## src/rtl/trace_cfg.svh

```systemverilog
`ifndef TRACE_CFG_SVH
`define TRACE_CFG_SVH

// Width of the PC and of register data.
`define TRACE_XLEN 64

// Record slots in the trace FIFO.
`define TRACE_FIFO_DEPTH 8

// Host bus address width.
`define TRACE_AXI_AW 8

// Custom opcode that ends a program run.
`define TRACE_TRAP_OPCODE 7'h6b

`endif

```

## src/rtl/commit_pkg.sv

```systemverilog
`include "trace_cfg.svh"

package commit_pkg;

   typedef logic [`TRACE_XLEN-1:0] xlen_t;
   typedef logic [31:0]            insn_t;
   typedef logic [4:0]             reg_idx_t;
   typedef logic [7:0]             trap_code_t;
   typedef logic [31:0]            count_t;

   // Writeback port of the core, one retired instruction per valid cycle.
   typedef struct packed {
      logic     valid;
      xlen_t    pc;
      insn_t    insn;
      reg_idx_t rd;
      logic     rf_we;
      xlen_t    rd_dat;
   } wb_event_t;

   // One stored commit.
   typedef struct packed {
      xlen_t    pc;
      insn_t    insn;
      logic     wen;
      reg_idx_t wdest;
      xlen_t    wdata;
   } commit_rec_t;

   typedef struct packed {
      logic       trap_seen;
      trap_code_t trap_code;
      logic       overflow;
      count_t     cycle_cnt;
      count_t     instr_cnt;
   } trace_stat_t;

endpackage

```

## src/rtl/trace_bus_pkg.sv

```systemverilog
`include "trace_cfg.svh"

package trace_bus_pkg;

   typedef logic [31:0]              axil_word_t;
   typedef logic [`TRACE_AXI_AW-1:0] axil_addr_t;
   typedef logic [3:0]               axil_strb_t;
   typedef logic [1:0]               axil_resp_t;

   localparam axil_resp_t RESP_OKAY = 2'b00;

   typedef struct packed {
      axil_addr_t addr;
      logic       valid;
   } axil_aw_t;

   typedef struct packed {
      axil_word_t data;
      axil_strb_t strb;
      logic       valid;
   } axil_w_t;

   typedef struct packed {
      axil_resp_t resp;
      logic       valid;
   } axil_b_t;

   typedef struct packed {
      axil_addr_t addr;
      logic       valid;
   } axil_ar_t;

   typedef struct packed {
      axil_word_t data;
      axil_resp_t resp;
      logic       valid;
   } axil_r_t;

   // Register map.
   localparam axil_addr_t REG_STATUS   = 'h00;
   localparam axil_addr_t REG_PC_LO    = 'h04;
   localparam axil_addr_t REG_PC_HI    = 'h08;
   localparam axil_addr_t REG_INSN     = 'h0C;
   localparam axil_addr_t REG_WDATA_LO = 'h10;
   localparam axil_addr_t REG_WDATA_HI = 'h14;
   localparam axil_addr_t REG_DEST     = 'h18;
   localparam axil_addr_t REG_CTRL     = 'h1C;
   localparam axil_addr_t REG_CYCLE    = 'h20;
   localparam axil_addr_t REG_INSTR    = 'h24;

   // Bit positions in REG_STATUS and REG_CTRL.
   localparam int STAT_NOT_EMPTY_BIT = 0;
   localparam int STAT_TRAP_BIT      = 1;
   localparam int STAT_OVERFLOW_BIT  = 2;
   localparam int CTRL_POP_BIT       = 0;
   localparam int CTRL_CLEAR_BIT     = 1;

endpackage

```

## src/rtl/commit_capture.sv

```systemverilog
`timescale 1ns/10ps
`include "trace_cfg.svh"

module commit_capture
(
   input  logic                    i_clock,
   input  logic                    i_rst,
   input  commit_pkg::wb_event_t   i_wb,
   input  logic                    i_clear,
   input  logic                    i_full,
   output logic                    o_push,
   output commit_pkg::commit_rec_t o_rec,
   output commit_pkg::trace_stat_t o_stat
);
   import commit_pkg::*;

   localparam reg_idx_t A0_IDX = 5'd10;

   xlen_t      a0_shadow;
   logic       trap_seen;
   trap_code_t trap_code;
   logic       overflow;
   count_t     cycle_cnt;
   count_t     instr_cnt;
   logic       take;
   logic       is_trap;
   logic       a0_write;

   // Capture halts once a trap has been seen.
   assign take     = i_wb.valid & ~trap_seen;
   assign is_trap  = (i_wb.insn[6:0] == `TRACE_TRAP_OPCODE);
   assign a0_write = i_wb.valid & i_wb.rf_we & (i_wb.rd == A0_IDX);

   // Record payload, loaded only for stored events.
   always_ff @(posedge i_clock)
   begin
      if (take)
      begin
         o_rec.pc    <= i_wb.pc;
         o_rec.insn  <= i_wb.insn;
         o_rec.wen   <= i_wb.rf_we & (|i_wb.rd);
         o_rec.wdest <= i_wb.rd;
         o_rec.wdata <= i_wb.rd_dat;
      end
   end

   always_ff @(posedge i_clock)
   begin
      if (i_rst)
      begin
         o_push    <= 1'b0;
         a0_shadow <= '0;
         trap_seen <= 1'b0;
         trap_code <= '0;
         overflow  <= 1'b0;
         cycle_cnt <= '0;
         instr_cnt <= '0;
      end
      else
      begin
         o_push    <= take;
         cycle_cnt <= cycle_cnt + 1'b1;

         if (take)
            instr_cnt <= instr_cnt + 1'b1;

         if (a0_write)
            a0_shadow <= i_wb.rd_dat;

         if (i_clear)
         begin
            trap_seen <= 1'b0;
            overflow  <= 1'b0;
         end

         // Trap code is a0 as it stood before the trap instruction.
         if (take && is_trap)
         begin
            trap_seen <= 1'b1;
            trap_code <= a0_shadow[7:0];
         end

         // FIFO drops this record.
         if (o_push && i_full)
            overflow <= 1'b1;
      end
   end

   always_comb
   begin
      o_stat.trap_seen = trap_seen;
      o_stat.trap_code = trap_code;
      o_stat.overflow  = overflow;
      o_stat.cycle_cnt = cycle_cnt;
      o_stat.instr_cnt = instr_cnt;
   end

endmodule

```

## src/rtl/commit_fifo.sv

```systemverilog
`timescale 1ns/10ps
`include "trace_cfg.svh"

module commit_fifo
(
   input  logic                    i_clock,
   input  logic                    i_rst,
   input  logic                    i_push,
   input  commit_pkg::commit_rec_t i_rec,
   input  logic                    i_pop,
   output commit_pkg::commit_rec_t o_head,
   output logic                    o_empty,
   output logic                    o_full
);
   import commit_pkg::*;

   localparam int DEPTH = `TRACE_FIFO_DEPTH;
   localparam int PTR_W = (DEPTH > 1) ? $clog2(DEPTH) : 1;
   localparam int CNT_W = $clog2(DEPTH + 1);

   commit_rec_t      mem [DEPTH];
   logic [PTR_W-1:0] wr_ptr;
   logic [PTR_W-1:0] rd_ptr;
   logic [CNT_W-1:0] count;
   logic             wr_en;
   logic             rd_en;

   // Wraps at DEPTH, so non power of two depths work too.
   function automatic logic [PTR_W-1:0] ptr_next(input logic [PTR_W-1:0] ptr);
      if (ptr == PTR_W'(DEPTH - 1))
         return '0;
      return ptr + 1'b1;
   endfunction

   // A full FIFO still takes a push when the head leaves in the same cycle.
   assign wr_en = i_push & (~o_full | i_pop);
   assign rd_en = i_pop & ~o_empty;

   assign o_empty = (count == '0);
   assign o_full  = (count == CNT_W'(DEPTH));
   assign o_head  = mem[rd_ptr];

   always_ff @(posedge i_clock)
   begin
      if (wr_en)
         mem[wr_ptr] <= i_rec;
   end

   always_ff @(posedge i_clock)
   begin
      if (i_rst)
      begin
         wr_ptr <= '0;
         rd_ptr <= '0;
         count  <= '0;
      end
      else
      begin
         if (wr_en)
            wr_ptr <= ptr_next(wr_ptr);
         if (rd_en)
            rd_ptr <= ptr_next(rd_ptr);

         case ({wr_en, rd_en})
            2'b10: count <= count + 1'b1;
            2'b01: count <= count - 1'b1;
            default: count <= count;
         endcase
      end
   end

endmodule

```

## src/rtl/trace_axil_port.sv

```systemverilog
`timescale 1ns/10ps
`include "trace_cfg.svh"

module trace_axil_port
(
   input  logic                    i_clock,
   input  logic                    i_rst,
   input  trace_bus_pkg::axil_aw_t i_aw,
   output logic                    o_awready,
   input  trace_bus_pkg::axil_w_t  i_w,
   output logic                    o_wready,
   output trace_bus_pkg::axil_b_t  o_b,
   input  logic                    i_bready,
   input  trace_bus_pkg::axil_ar_t i_ar,
   output logic                    o_arready,
   output trace_bus_pkg::axil_r_t  o_r,
   input  logic                    i_rready,
   input  commit_pkg::commit_rec_t i_head,
   input  logic                    i_empty,
   input  commit_pkg::trace_stat_t i_stat,
   output logic                    o_pop,
   output logic                    o_clear
);
   import trace_bus_pkg::*;

   typedef enum logic {WR_IDLE, WR_RESP} wr_state_t;
   typedef enum logic {RD_IDLE, RD_RESP} rd_state_t;

   wr_state_t  wr_state;
   rd_state_t  rd_state;
   logic       wr_accept;
   logic       rd_accept;
   logic       ctrl_hit;
   axil_word_t rd_word;
   axil_word_t rd_data;

   // Address and data are taken together, one write in flight.
   assign wr_accept = (wr_state == WR_IDLE) & i_aw.valid & i_w.valid;
   assign rd_accept = (rd_state == RD_IDLE) & i_ar.valid;

   assign o_awready = wr_accept;
   assign o_wready  = wr_accept;
   assign o_arready = rd_accept;

   // Commands act on the accepting edge.
   assign ctrl_hit = wr_accept & (i_aw.addr == REG_CTRL) & i_w.strb[0];
   assign o_pop    = ctrl_hit & i_w.data[CTRL_POP_BIT] & ~i_empty;
   assign o_clear  = ctrl_hit & i_w.data[CTRL_CLEAR_BIT];

   always_ff @(posedge i_clock)
   begin
      if (i_rst)
         wr_state <= WR_IDLE;
      else
      begin
         case (wr_state)
            WR_IDLE:
               if (wr_accept)
                  wr_state <= WR_RESP;
            WR_RESP:
               if (i_bready)
                  wr_state <= WR_IDLE;
            default:
               wr_state <= WR_IDLE;
         endcase
      end
   end

   // Register decode, 64-bit fields split into low and high words.
   always_comb
   begin
      rd_word = '0;
      case (i_ar.addr)
         REG_STATUS:
         begin
            rd_word[STAT_NOT_EMPTY_BIT] = ~i_empty;
            rd_word[STAT_TRAP_BIT]      = i_stat.trap_seen;
            rd_word[STAT_OVERFLOW_BIT]  = i_stat.overflow;
            rd_word[15:8]               = i_stat.trap_code;
         end
         REG_PC_LO:    rd_word = i_head.pc[31:0];
         REG_PC_HI:    rd_word = i_head.pc[`TRACE_XLEN-1:32];
         REG_INSN:     rd_word = i_head.insn;
         REG_WDATA_LO: rd_word = i_head.wdata[31:0];
         REG_WDATA_HI: rd_word = i_head.wdata[`TRACE_XLEN-1:32];
         REG_DEST:
         begin
            rd_word[5]   = i_head.wen;
            rd_word[4:0] = i_head.wdest;
         end
         REG_CYCLE:    rd_word = i_stat.cycle_cnt;
         REG_INSTR:    rd_word = i_stat.instr_cnt;
         default:      rd_word = '0;
      endcase
   end

   // Data sampled at acceptance and held until the host takes it.
   always_ff @(posedge i_clock)
   begin
      if (rd_accept)
         rd_data <= rd_word;
   end

   always_ff @(posedge i_clock)
   begin
      if (i_rst)
         rd_state <= RD_IDLE;
      else
      begin
         case (rd_state)
            RD_IDLE:
               if (rd_accept)
                  rd_state <= RD_RESP;
            RD_RESP:
               if (i_rready)
                  rd_state <= RD_IDLE;
            default:
               rd_state <= RD_IDLE;
         endcase
      end
   end

   always_comb
   begin
      o_b.resp  = RESP_OKAY;
      o_b.valid = (wr_state == WR_RESP);
      o_r.data  = rd_data;
      o_r.resp  = RESP_OKAY;
      o_r.valid = (rd_state == RD_RESP);
   end

endmodule

```

## src/rtl/commit_trace_top.sv

```systemverilog
`timescale 1ns/10ps

module commit_trace_top
(
   input  logic                    i_clock,
   input  logic                    i_rst,
   input  commit_pkg::wb_event_t   i_wb,
   input  trace_bus_pkg::axil_aw_t i_aw,
   output logic                    o_awready,
   input  trace_bus_pkg::axil_w_t  i_w,
   output logic                    o_wready,
   output trace_bus_pkg::axil_b_t  o_b,
   input  logic                    i_bready,
   input  trace_bus_pkg::axil_ar_t i_ar,
   output logic                    o_arready,
   output trace_bus_pkg::axil_r_t  o_r,
   input  logic                    i_rready
);
   import commit_pkg::*;

   logic        push;
   logic        pop;
   logic        clear;
   logic        empty;
   logic        full;
   commit_rec_t rec;
   commit_rec_t head;
   trace_stat_t stat;

   commit_capture u_commit_capture
      (
         .i_clock    (i_clock),
         .i_rst      (i_rst),
         .i_wb       (i_wb),
         .i_clear    (clear),
         .i_full     (full),
         .o_push     (push),
         .o_rec      (rec),
         .o_stat     (stat)
      );

   commit_fifo u_commit_fifo
      (
         .i_clock    (i_clock),
         .i_rst      (i_rst),
         .i_push     (push),
         .i_rec      (rec),
         .i_pop      (pop),
         .o_head     (head),
         .o_empty    (empty),
         .o_full     (full)
      );

   trace_axil_port u_trace_axil_port
      (
         .i_clock    (i_clock),
         .i_rst      (i_rst),
         .i_aw       (i_aw),
         .o_awready  (o_awready),
         .i_w        (i_w),
         .o_wready   (o_wready),
         .o_b        (o_b),
         .i_bready   (i_bready),
         .i_ar       (i_ar),
         .o_arready  (o_arready),
         .o_r        (o_r),
         .i_rready   (i_rready),
         .i_head     (head),
         .i_empty    (empty),
         .i_stat     (stat),
         .o_pop      (pop),
         .o_clear    (clear)
      );

endmodule

```

## config.mk

```make
export PLATFORM = sky130hd
export DESIGN_NAME = commit_trace_top
export DESIGN_NICKNAME = d
export VERILOG_FILES = /design/src/rtl/commit_pkg.sv /design/src/rtl/trace_bus_pkg.sv /design/src/rtl/commit_capture.sv /design/src/rtl/commit_fifo.sv /design/src/rtl/trace_axil_port.sv /design/src/rtl/commit_trace_top.sv
export VERILOG_INCLUDE_DIRS = /design/src /design/src/rtl
export SDC_FILE = /design/constraint.sdc
export NUM_CORES = 1
export LEC_CHECK = 0
export BUFFER_PORTS_ARGS = -buffer_cell sky130_fd_sc_hd__buf_2
export CAP_MARGIN = 20
export CORE_ASPECT_RATIO = 0.75
export CORE_MARGIN = 3
export CORE_UTILIZATION = 40
export CTS_BUF_LIST = sky130_fd_sc_hd__clkbuf_4
export CTS_CLUSTER_SIZE = 10
export DETAILED_ROUTE_END_ITERATION = 10
export PLACE_DENSITY = 0.64
export SKIP_CTS_REPAIR_TIMING = 1
export SLEW_MARGIN = 20
export SYNTH_ARGS = -nofsm -noshare
export SYNTH_HDL_FRONTEND = slang
export SYNTH_SLANG_ARGS = --single-unit
```

## constraint.sdc

```tcl
create_clock -name i_clock -period 22.2 [get_ports i_clock]
set_clock_uncertainty 0.15 [all_clocks]
set_input_delay 4.44 -clock i_clock [delete_from_list [all_inputs] [get_ports i_clock]]
set_output_delay 4.44 -clock i_clock [all_outputs]
set_load 0.01 [all_outputs]
```

# Yosys cells after proc, flatten, opt, wreduce, memory -nomap -nowiden
# Memories as Yosys holds them, arrays and structs flattened. A register that Yosys moved wholly into a read port is not among the register bits.
# Index checks and enable logic that the tools add are counted.
[totals]
ff_bits = 293
ramBits = 1328
inputBits = 226
output_inout_bits = 41
elab_cells = 98
mem_count = 1
[memory_table]
columns = ["memory", "depth", "width", "rd", "rd_ports_with_merged_regs", "write_ports", "line_no", "source"]
rows = [
  ["u_commit_fifo.mem", 8, 166, 1, 1, 1, "commit_fifo.sv:21", "commit_rec_t mem [DEPTH];"],
]
[classes]
addsub = 6
eq_ne = 16
muxes = 29
n_bitwise = 20
reduce_logical = 8
[ops]
columns = ["operator", "n"]
rows = [
  ["16-bit case mux with 7 select lines", 1],
  ["32-bit by 1-bit adder with 32-bit output (second input constant)", 2],
  ["8-bit case mux with 8 select lines", 1],
  ["8-bit by 5-bit equality test with 1-bit output (second input constant)", 4],
  ["3-bit case mux with 9 select lines", 1],
  ["3-bit case mux with 8 select lines", 1],
  ["3-bit 2-to-1 mux", 6],
  ["8-bit by 4-bit equality test with 1-bit output (second input constant)", 2],
  ["8-bit by 6-bit equality test with 1-bit output (second input constant)", 2],
  ["1-bit 2-to-1 mux", 15],
  ["1-bit bitwise AND", 14],
  ["2-bit case mux with 7 select lines", 1],
  ["8-bit by 3-bit equality test with 1-bit output (second input constant)", 1],
  ["8-bit zero test", 1],
  ["4-bit case mux with 2 select lines", 1],
  ["7-bit equality test (second input constant)", 1],
  ["3-bit by 1-bit adder with 3-bit output (second input constant)", 2],
  ["3-bit equality test (second input constant)", 2],
  ["2-bit nonzero test", 3],
  ["5-bit by 4-bit equality test with 1-bit output (second input constant)", 1],
  ["1-bit inverter", 5],
  ["5-bit OR reduction", 1],
  ["4-bit by 1-bit adder with 4-bit output (second input constant)", 1],
  ["4-bit equality test (second input constant)", 1],
  ["7 further kinds", 9],
]

# Longest topological paths before layout
[depth]
ltp_word = 13
mapped_depth = 12
ltp_nobuf = 11

# Modules after synthesis
# From an unflattened synthesis, not the netlist that was laid out.
[unflattened]
cells_unflattened = 2917
area_unflattened_um2 = 62409.9
[modules_own_cells]
columns = ["mod", "n_inst", "cells_each", "area_each_um2", "seq_area_each_um2"]
rows = [
  ["commit_fifo", 1, 1995, 50534.7, 40138.5],
  ["commit_capture", 1, 579, 8640.8, 6646.4],
  ["trace_axil_port", 1, 343, 3234.4, 1001.0],
]

# Worst setup path before layout
# No wires, ideal clock.
[synth_path]
kind = "input to register"
start = "input port i_aw[2] (netlist bit)"
end = "memory u_commit_fifo.mem[1][0] (netlist bit) (enable)"
arrival_time_ps = 22525
t_required_ps = 20894
slack_ps = -1631
path_stages = 5
cell_sequence = "or4b_4 > nor4_4 > a21oi_2 > nand2b_1 > nor4b_1"
[synth_via]
elab_chain_len = 9
[synth_lines]
columns = ["element", "line_no", "source"]
rows = [
  ["start: declaration", "commit_trace_top.sv:8", "input trace_bus_pkg::axil_aw_t i_aw,"],
  ["8-bit by 5-bit equality test with 1-bit output", "trace_axil_port.sv:46", "assign ctrl_hit = wr_accept & (i_aw.addr == REG_CTRL) & i_w.strb[0];"],
  ["1-bit bitwise AND (2 in a row)", "trace_axil_port.sv:46", ""],
  ["1-bit bitwise AND (2 in a row)", "trace_axil_port.sv:47", "assign o_pop = ctrl_hit & i_w.data[CTRL_POP_BIT] & ~i_empty;"],
  ["1-bit bitwise OR", "commit_fifo.sv:36", "assign wr_en = i_push & (~o_full | i_pop);"],
  ["1-bit bitwise AND", "commit_fifo.sv:36", ""],
  ["1-bit 2-to-1 mux", "commit_fifo.sv:45", "if (wr_en)"],
  ["1-bit 2-to-1 mux (implied by the code)", "commit_fifo.sv:46", "mem[wr_ptr] <= i_rec;"],
  ["end: declaration", "commit_fifo.sv:21", ""],
]
# No other way between the ends.

# Worst setup path after layout
[layout_path]
start = "input port i_ar[0] (netlist bit)"
end = "output port o_arready"
[layout_via]
elab_chain_len = 1
[layout_lines]
columns = ["element", "line_no", "source"]
rows = [
  ["start: declaration", "commit_trace_top.sv:14", "input trace_bus_pkg::axil_ar_t i_ar,"],
  ["1-bit bitwise AND", "trace_axil_port.sv:39", "assign rd_accept = (rd_state == RD_IDLE) & i_ar.valid;"],
  ["end: declaration", "commit_trace_top.sv:15", "output logic o_arready,"],
]
# No other way between the ends.

==> run metrics <==
status=finished, final reports clean; CTS max path bufs=4; RSZ-0062 raised after global routing=no; Seq/Total Area, Yosys=0.7776; top_reg_cell synth=edfxtp_1; Syn Inst Count=2870; post-synthesis async set-or-reset flop share=0; Via density=5.434; Post-synth EDFFs=1526; FF+latch count, synth=1624; mux share of post-synthesis cell area=0.1507; port buffer count=229; pwr dens=85.64 nW/um^2; setup total negative slack=0 ps; vias in the first global route=31.58k; total power=0.005990 W; slew at the pin closest to its max-slew limit=1164 ps; Initial Util=0.4062; drt pass-1 iters=7; Final Util=0.4624; Critical Path Source Type=input pin; Leak Pwr=around 22 nW; Layout Cells excl Fill=5707; clock sink total=1624; num ports=between 200 and 300; Die H=345.4 um; Largest delay share family, worst path=simple AND/OR/NAND/NOR gates; Worst-Skew Late Latency=roughly 1200 ps; fin crit share=0.4359; Slew headroom=0.2243; DRC Markers=0; final hold vios=0; leading cell type in the layout, fill and taps excluded=edfxtp_1; Filler cells=12.74k; Peak VDD IR=50.79 uV; crit path kind=in -> out; DRT iter0 DRCs=a little over 3k; main combinational cell family by area after synthesis=multiplexers; CP dominant cell by count=buf_2; layout cells sized above 1=0.3410; Cell Chain, Critical Path=buf_2, nor2b_4, buf_2; post-synthesis adder-cell area fraction=0.001832; Overflow after GRT=0; first-pass GRT wire length=217.1 mm; initial antenna violation count=24; htree depth=5; commonest cells after routing, fill and taps aside=edfxtp_1 (1526), clkbuf_4 (582), mux4_2 (332), buf_2 (228), mux2i_1 (167); num rows=123; nets=3647; area delta synth->final=13.82%; DR WL/cell=approximately 26 um; Synth Area in Simple Gates=0.02863; Buf+Inv Stages, Crit Path=2; Cell variety after synth=64; XOR/XNOR Fraction of Synth Area=0.008266; DRT antenna net count=0; Critical Path Fanout Max=2; FMAX=103.3 MHz; Total GRT Usage=0.1875; Synth Warn #=0; Syn Area/Cell=21.41 um^2; Worst EP required=17610 ps; number of buffers created by CTS=between 400 and 500; largest net degree at the start of global routing=122; max_cap viols=0; Worst EP arrival=~5100 ps; post-synthesis compound-gate area fraction=0.01867; Final setup viols=0; post-layout minimum cycle time=about 9700 ps; slowest stage delay, CP=320 ps; element type at the critical path end=primary output; Pins Over Slew Limit=0; Die ar.=158400 um^2; Hold Slack=330.3 ps; clk root buf=clkbuf_4; total core area=approximately 150000 um^2; CTS tree=yes; CTS clock-pin slew for the worst setup and hold paths=80 ps; Detailed Place HPWL=81.57 mm; # placed instances=~5k; die width=458.6 um; Placer Congestion=0.8285; Post-Syn Area=approximately 61000 um^2; Tightest Hold Check Type=reg -> reg; Slowest cell on crit path=nor2b_4; vias post-DR=~31k; WL final=149.4 mm
[per-layer routing]
metal / track usage / share of wire / vias to the layer above
met5: 0 / 0.00046 / -
met4: 0.05992 / 0.018 / 10
met3: 0.04341 / 0.078 / 221
met2: 0.2786 / 0.46 / 1318
met1: 0.2748 / 0.44 / 16171
li1: - / - / 13293
[cells in the mapped netlist, drive strengths merged (5+ instances only)]
| master | n | share of area |
|---|---|---|
| nand2 | 57 | 0.0035 |
| nand3b | 6 | 0.00073 |
| a222oi | 6 | 0.00098 |
| nand4 | 16 | 0.0016 |
| clkbuf | 64 | 0.0039 |
| a21oi | 30 | 0.0025 |
| nor3 | 15 | 0.0012 |
| nand3 | 40 | 0.0033 |
| nor4b | 5 | 0.00092 |
| nor4 | 20 | 0.0026 |
| xnor2 | 28 | 0.0040 |
| a32oi | 7 | 0.0010 |
| mux2i | 167 | 0.027 |
| and4 | 7 | 0.0010 |
| dfxtp | 98 | 0.032 |
| a22o | 5 | 0.00071 |
| or3 | 21 | 0.0021 |
| ha | 9 | 0.0018 |
| edfxtp | 1526 | 0.75 |
| o22ai | 72 | 0.0073 |
| mux2 | 10 | 0.0018 |
| mux4 | 332 | 0.12 |
| inv | 8 | 0.00049 |
| and2 | 10 | 0.0010 |
| a22oi | 9 | 0.0011 |
| buf | 88 | 0.0098 |
| and3 | 8 | 0.00081 |
| or4 | 7 | 0.00086 |
| o21ai | 23 | 0.0019 |
| xor2 | 30 | 0.0043 |
| nor2 | 100 | 0.0061 |
[sequential cells by signal, summed over array words and instances, names as in the netlist, named ones only]
register and cells:
u_commit_capture.trap_code 8, u_commit_capture.a0_shadow 8, u_commit_fifo.wr_ptr 3, u_commit_capture.o_rec 166, u_commit_capture.cycle_cnt 32, u_commit_capture.instr_cnt 32
u_trace_axil_port.wr_state 1, u_commit_capture.overflow 1, u_commit_capture.o_push 1, u_commit_fifo.count 4, u_commit_fifo.rd_ptr 3, u_trace_axil_port.rd_state 1
u_commit_capture.trap_seen 1, u_commit_fifo.mem 1328, u_trace_axil_port.rd_data 32
[power breakdown]
part | switching [W] | leakage [nW] | internal (W)
logic | 0.0000711 | 4.32 | 0.0000383
clock network | 0.00115 | 2.98 | 0.00129
registers | 0.0000446 | 14.7 | 0.00340
total | 0.00126 | 22.0 | 0.00473
[worst reg2reg max path, cell delays in order, from the launching register on]
cell and delay (ps):
dfxtp_4 650, buf_12 550, buf_4 990, buf_12 720
mux4_2 770, mux2i_1 370, o21ai_0 230, or3_1 430
[cells by family (layout without fill, tap and decap cells)]
| kind of cell | after synthesis | after routing |
|---|---|---|
| flip-flops | 1624 | 1624 |
| AO/OA/AOI/OAI | 175 | 175 |
| adder cells (fa/ha/maj) | 9 | 9 |
| multiplexers | 509 | 509 |
| AND/OR/NAND/NOR | 333 | 333 |
| XOR/XNOR | 58 | 58 |
| other | 1 | 19 |
| buffers and inverters | 161 | 980 |
[final cells by class]
type	count	area, um^2	area share
Antenna cell	15	37.54	0.0005366
Clock buffer	582	4369	0.06246
Clock inverter	109	648.1	0.009266
Inverter	9	41.29	0.0005903
Multi-Input combinational cell	1088	12920	0.1847
Sequential cell	1624	47800	0.6833
Tap cell	2000	2502	0.03577
Timing Repair Buffer	280	1632	0.02333
[final timing paths]
kind	slack, ps	startpoint	depth (start not counted)	end
worst min-delay path	330	u_commit_fifo.rd_ptr[1]$_SDFFE_PP0N_	2	flip-flop
worst min register to register	330	u_commit_fifo.rd_ptr[1]$_SDFFE_PP0N_	2	flip-flop
worst max register to register	17030	flip-flop	7	u_trace_axil_port.rd_data[16]$_DFFE_PP_
worst max-delay path	12520	i_ar[0]	3	o_arready
[per-stage QoR]
step	worst slack, ps	instance area [um^2]
final	12520	69950
after global routing	12510	69920
after CTS	12490	69910
after detailed placement	12490	64890
after global placement	12490	64890
after floorplan	3463	61480
Power figures use the tool's default switching activity.
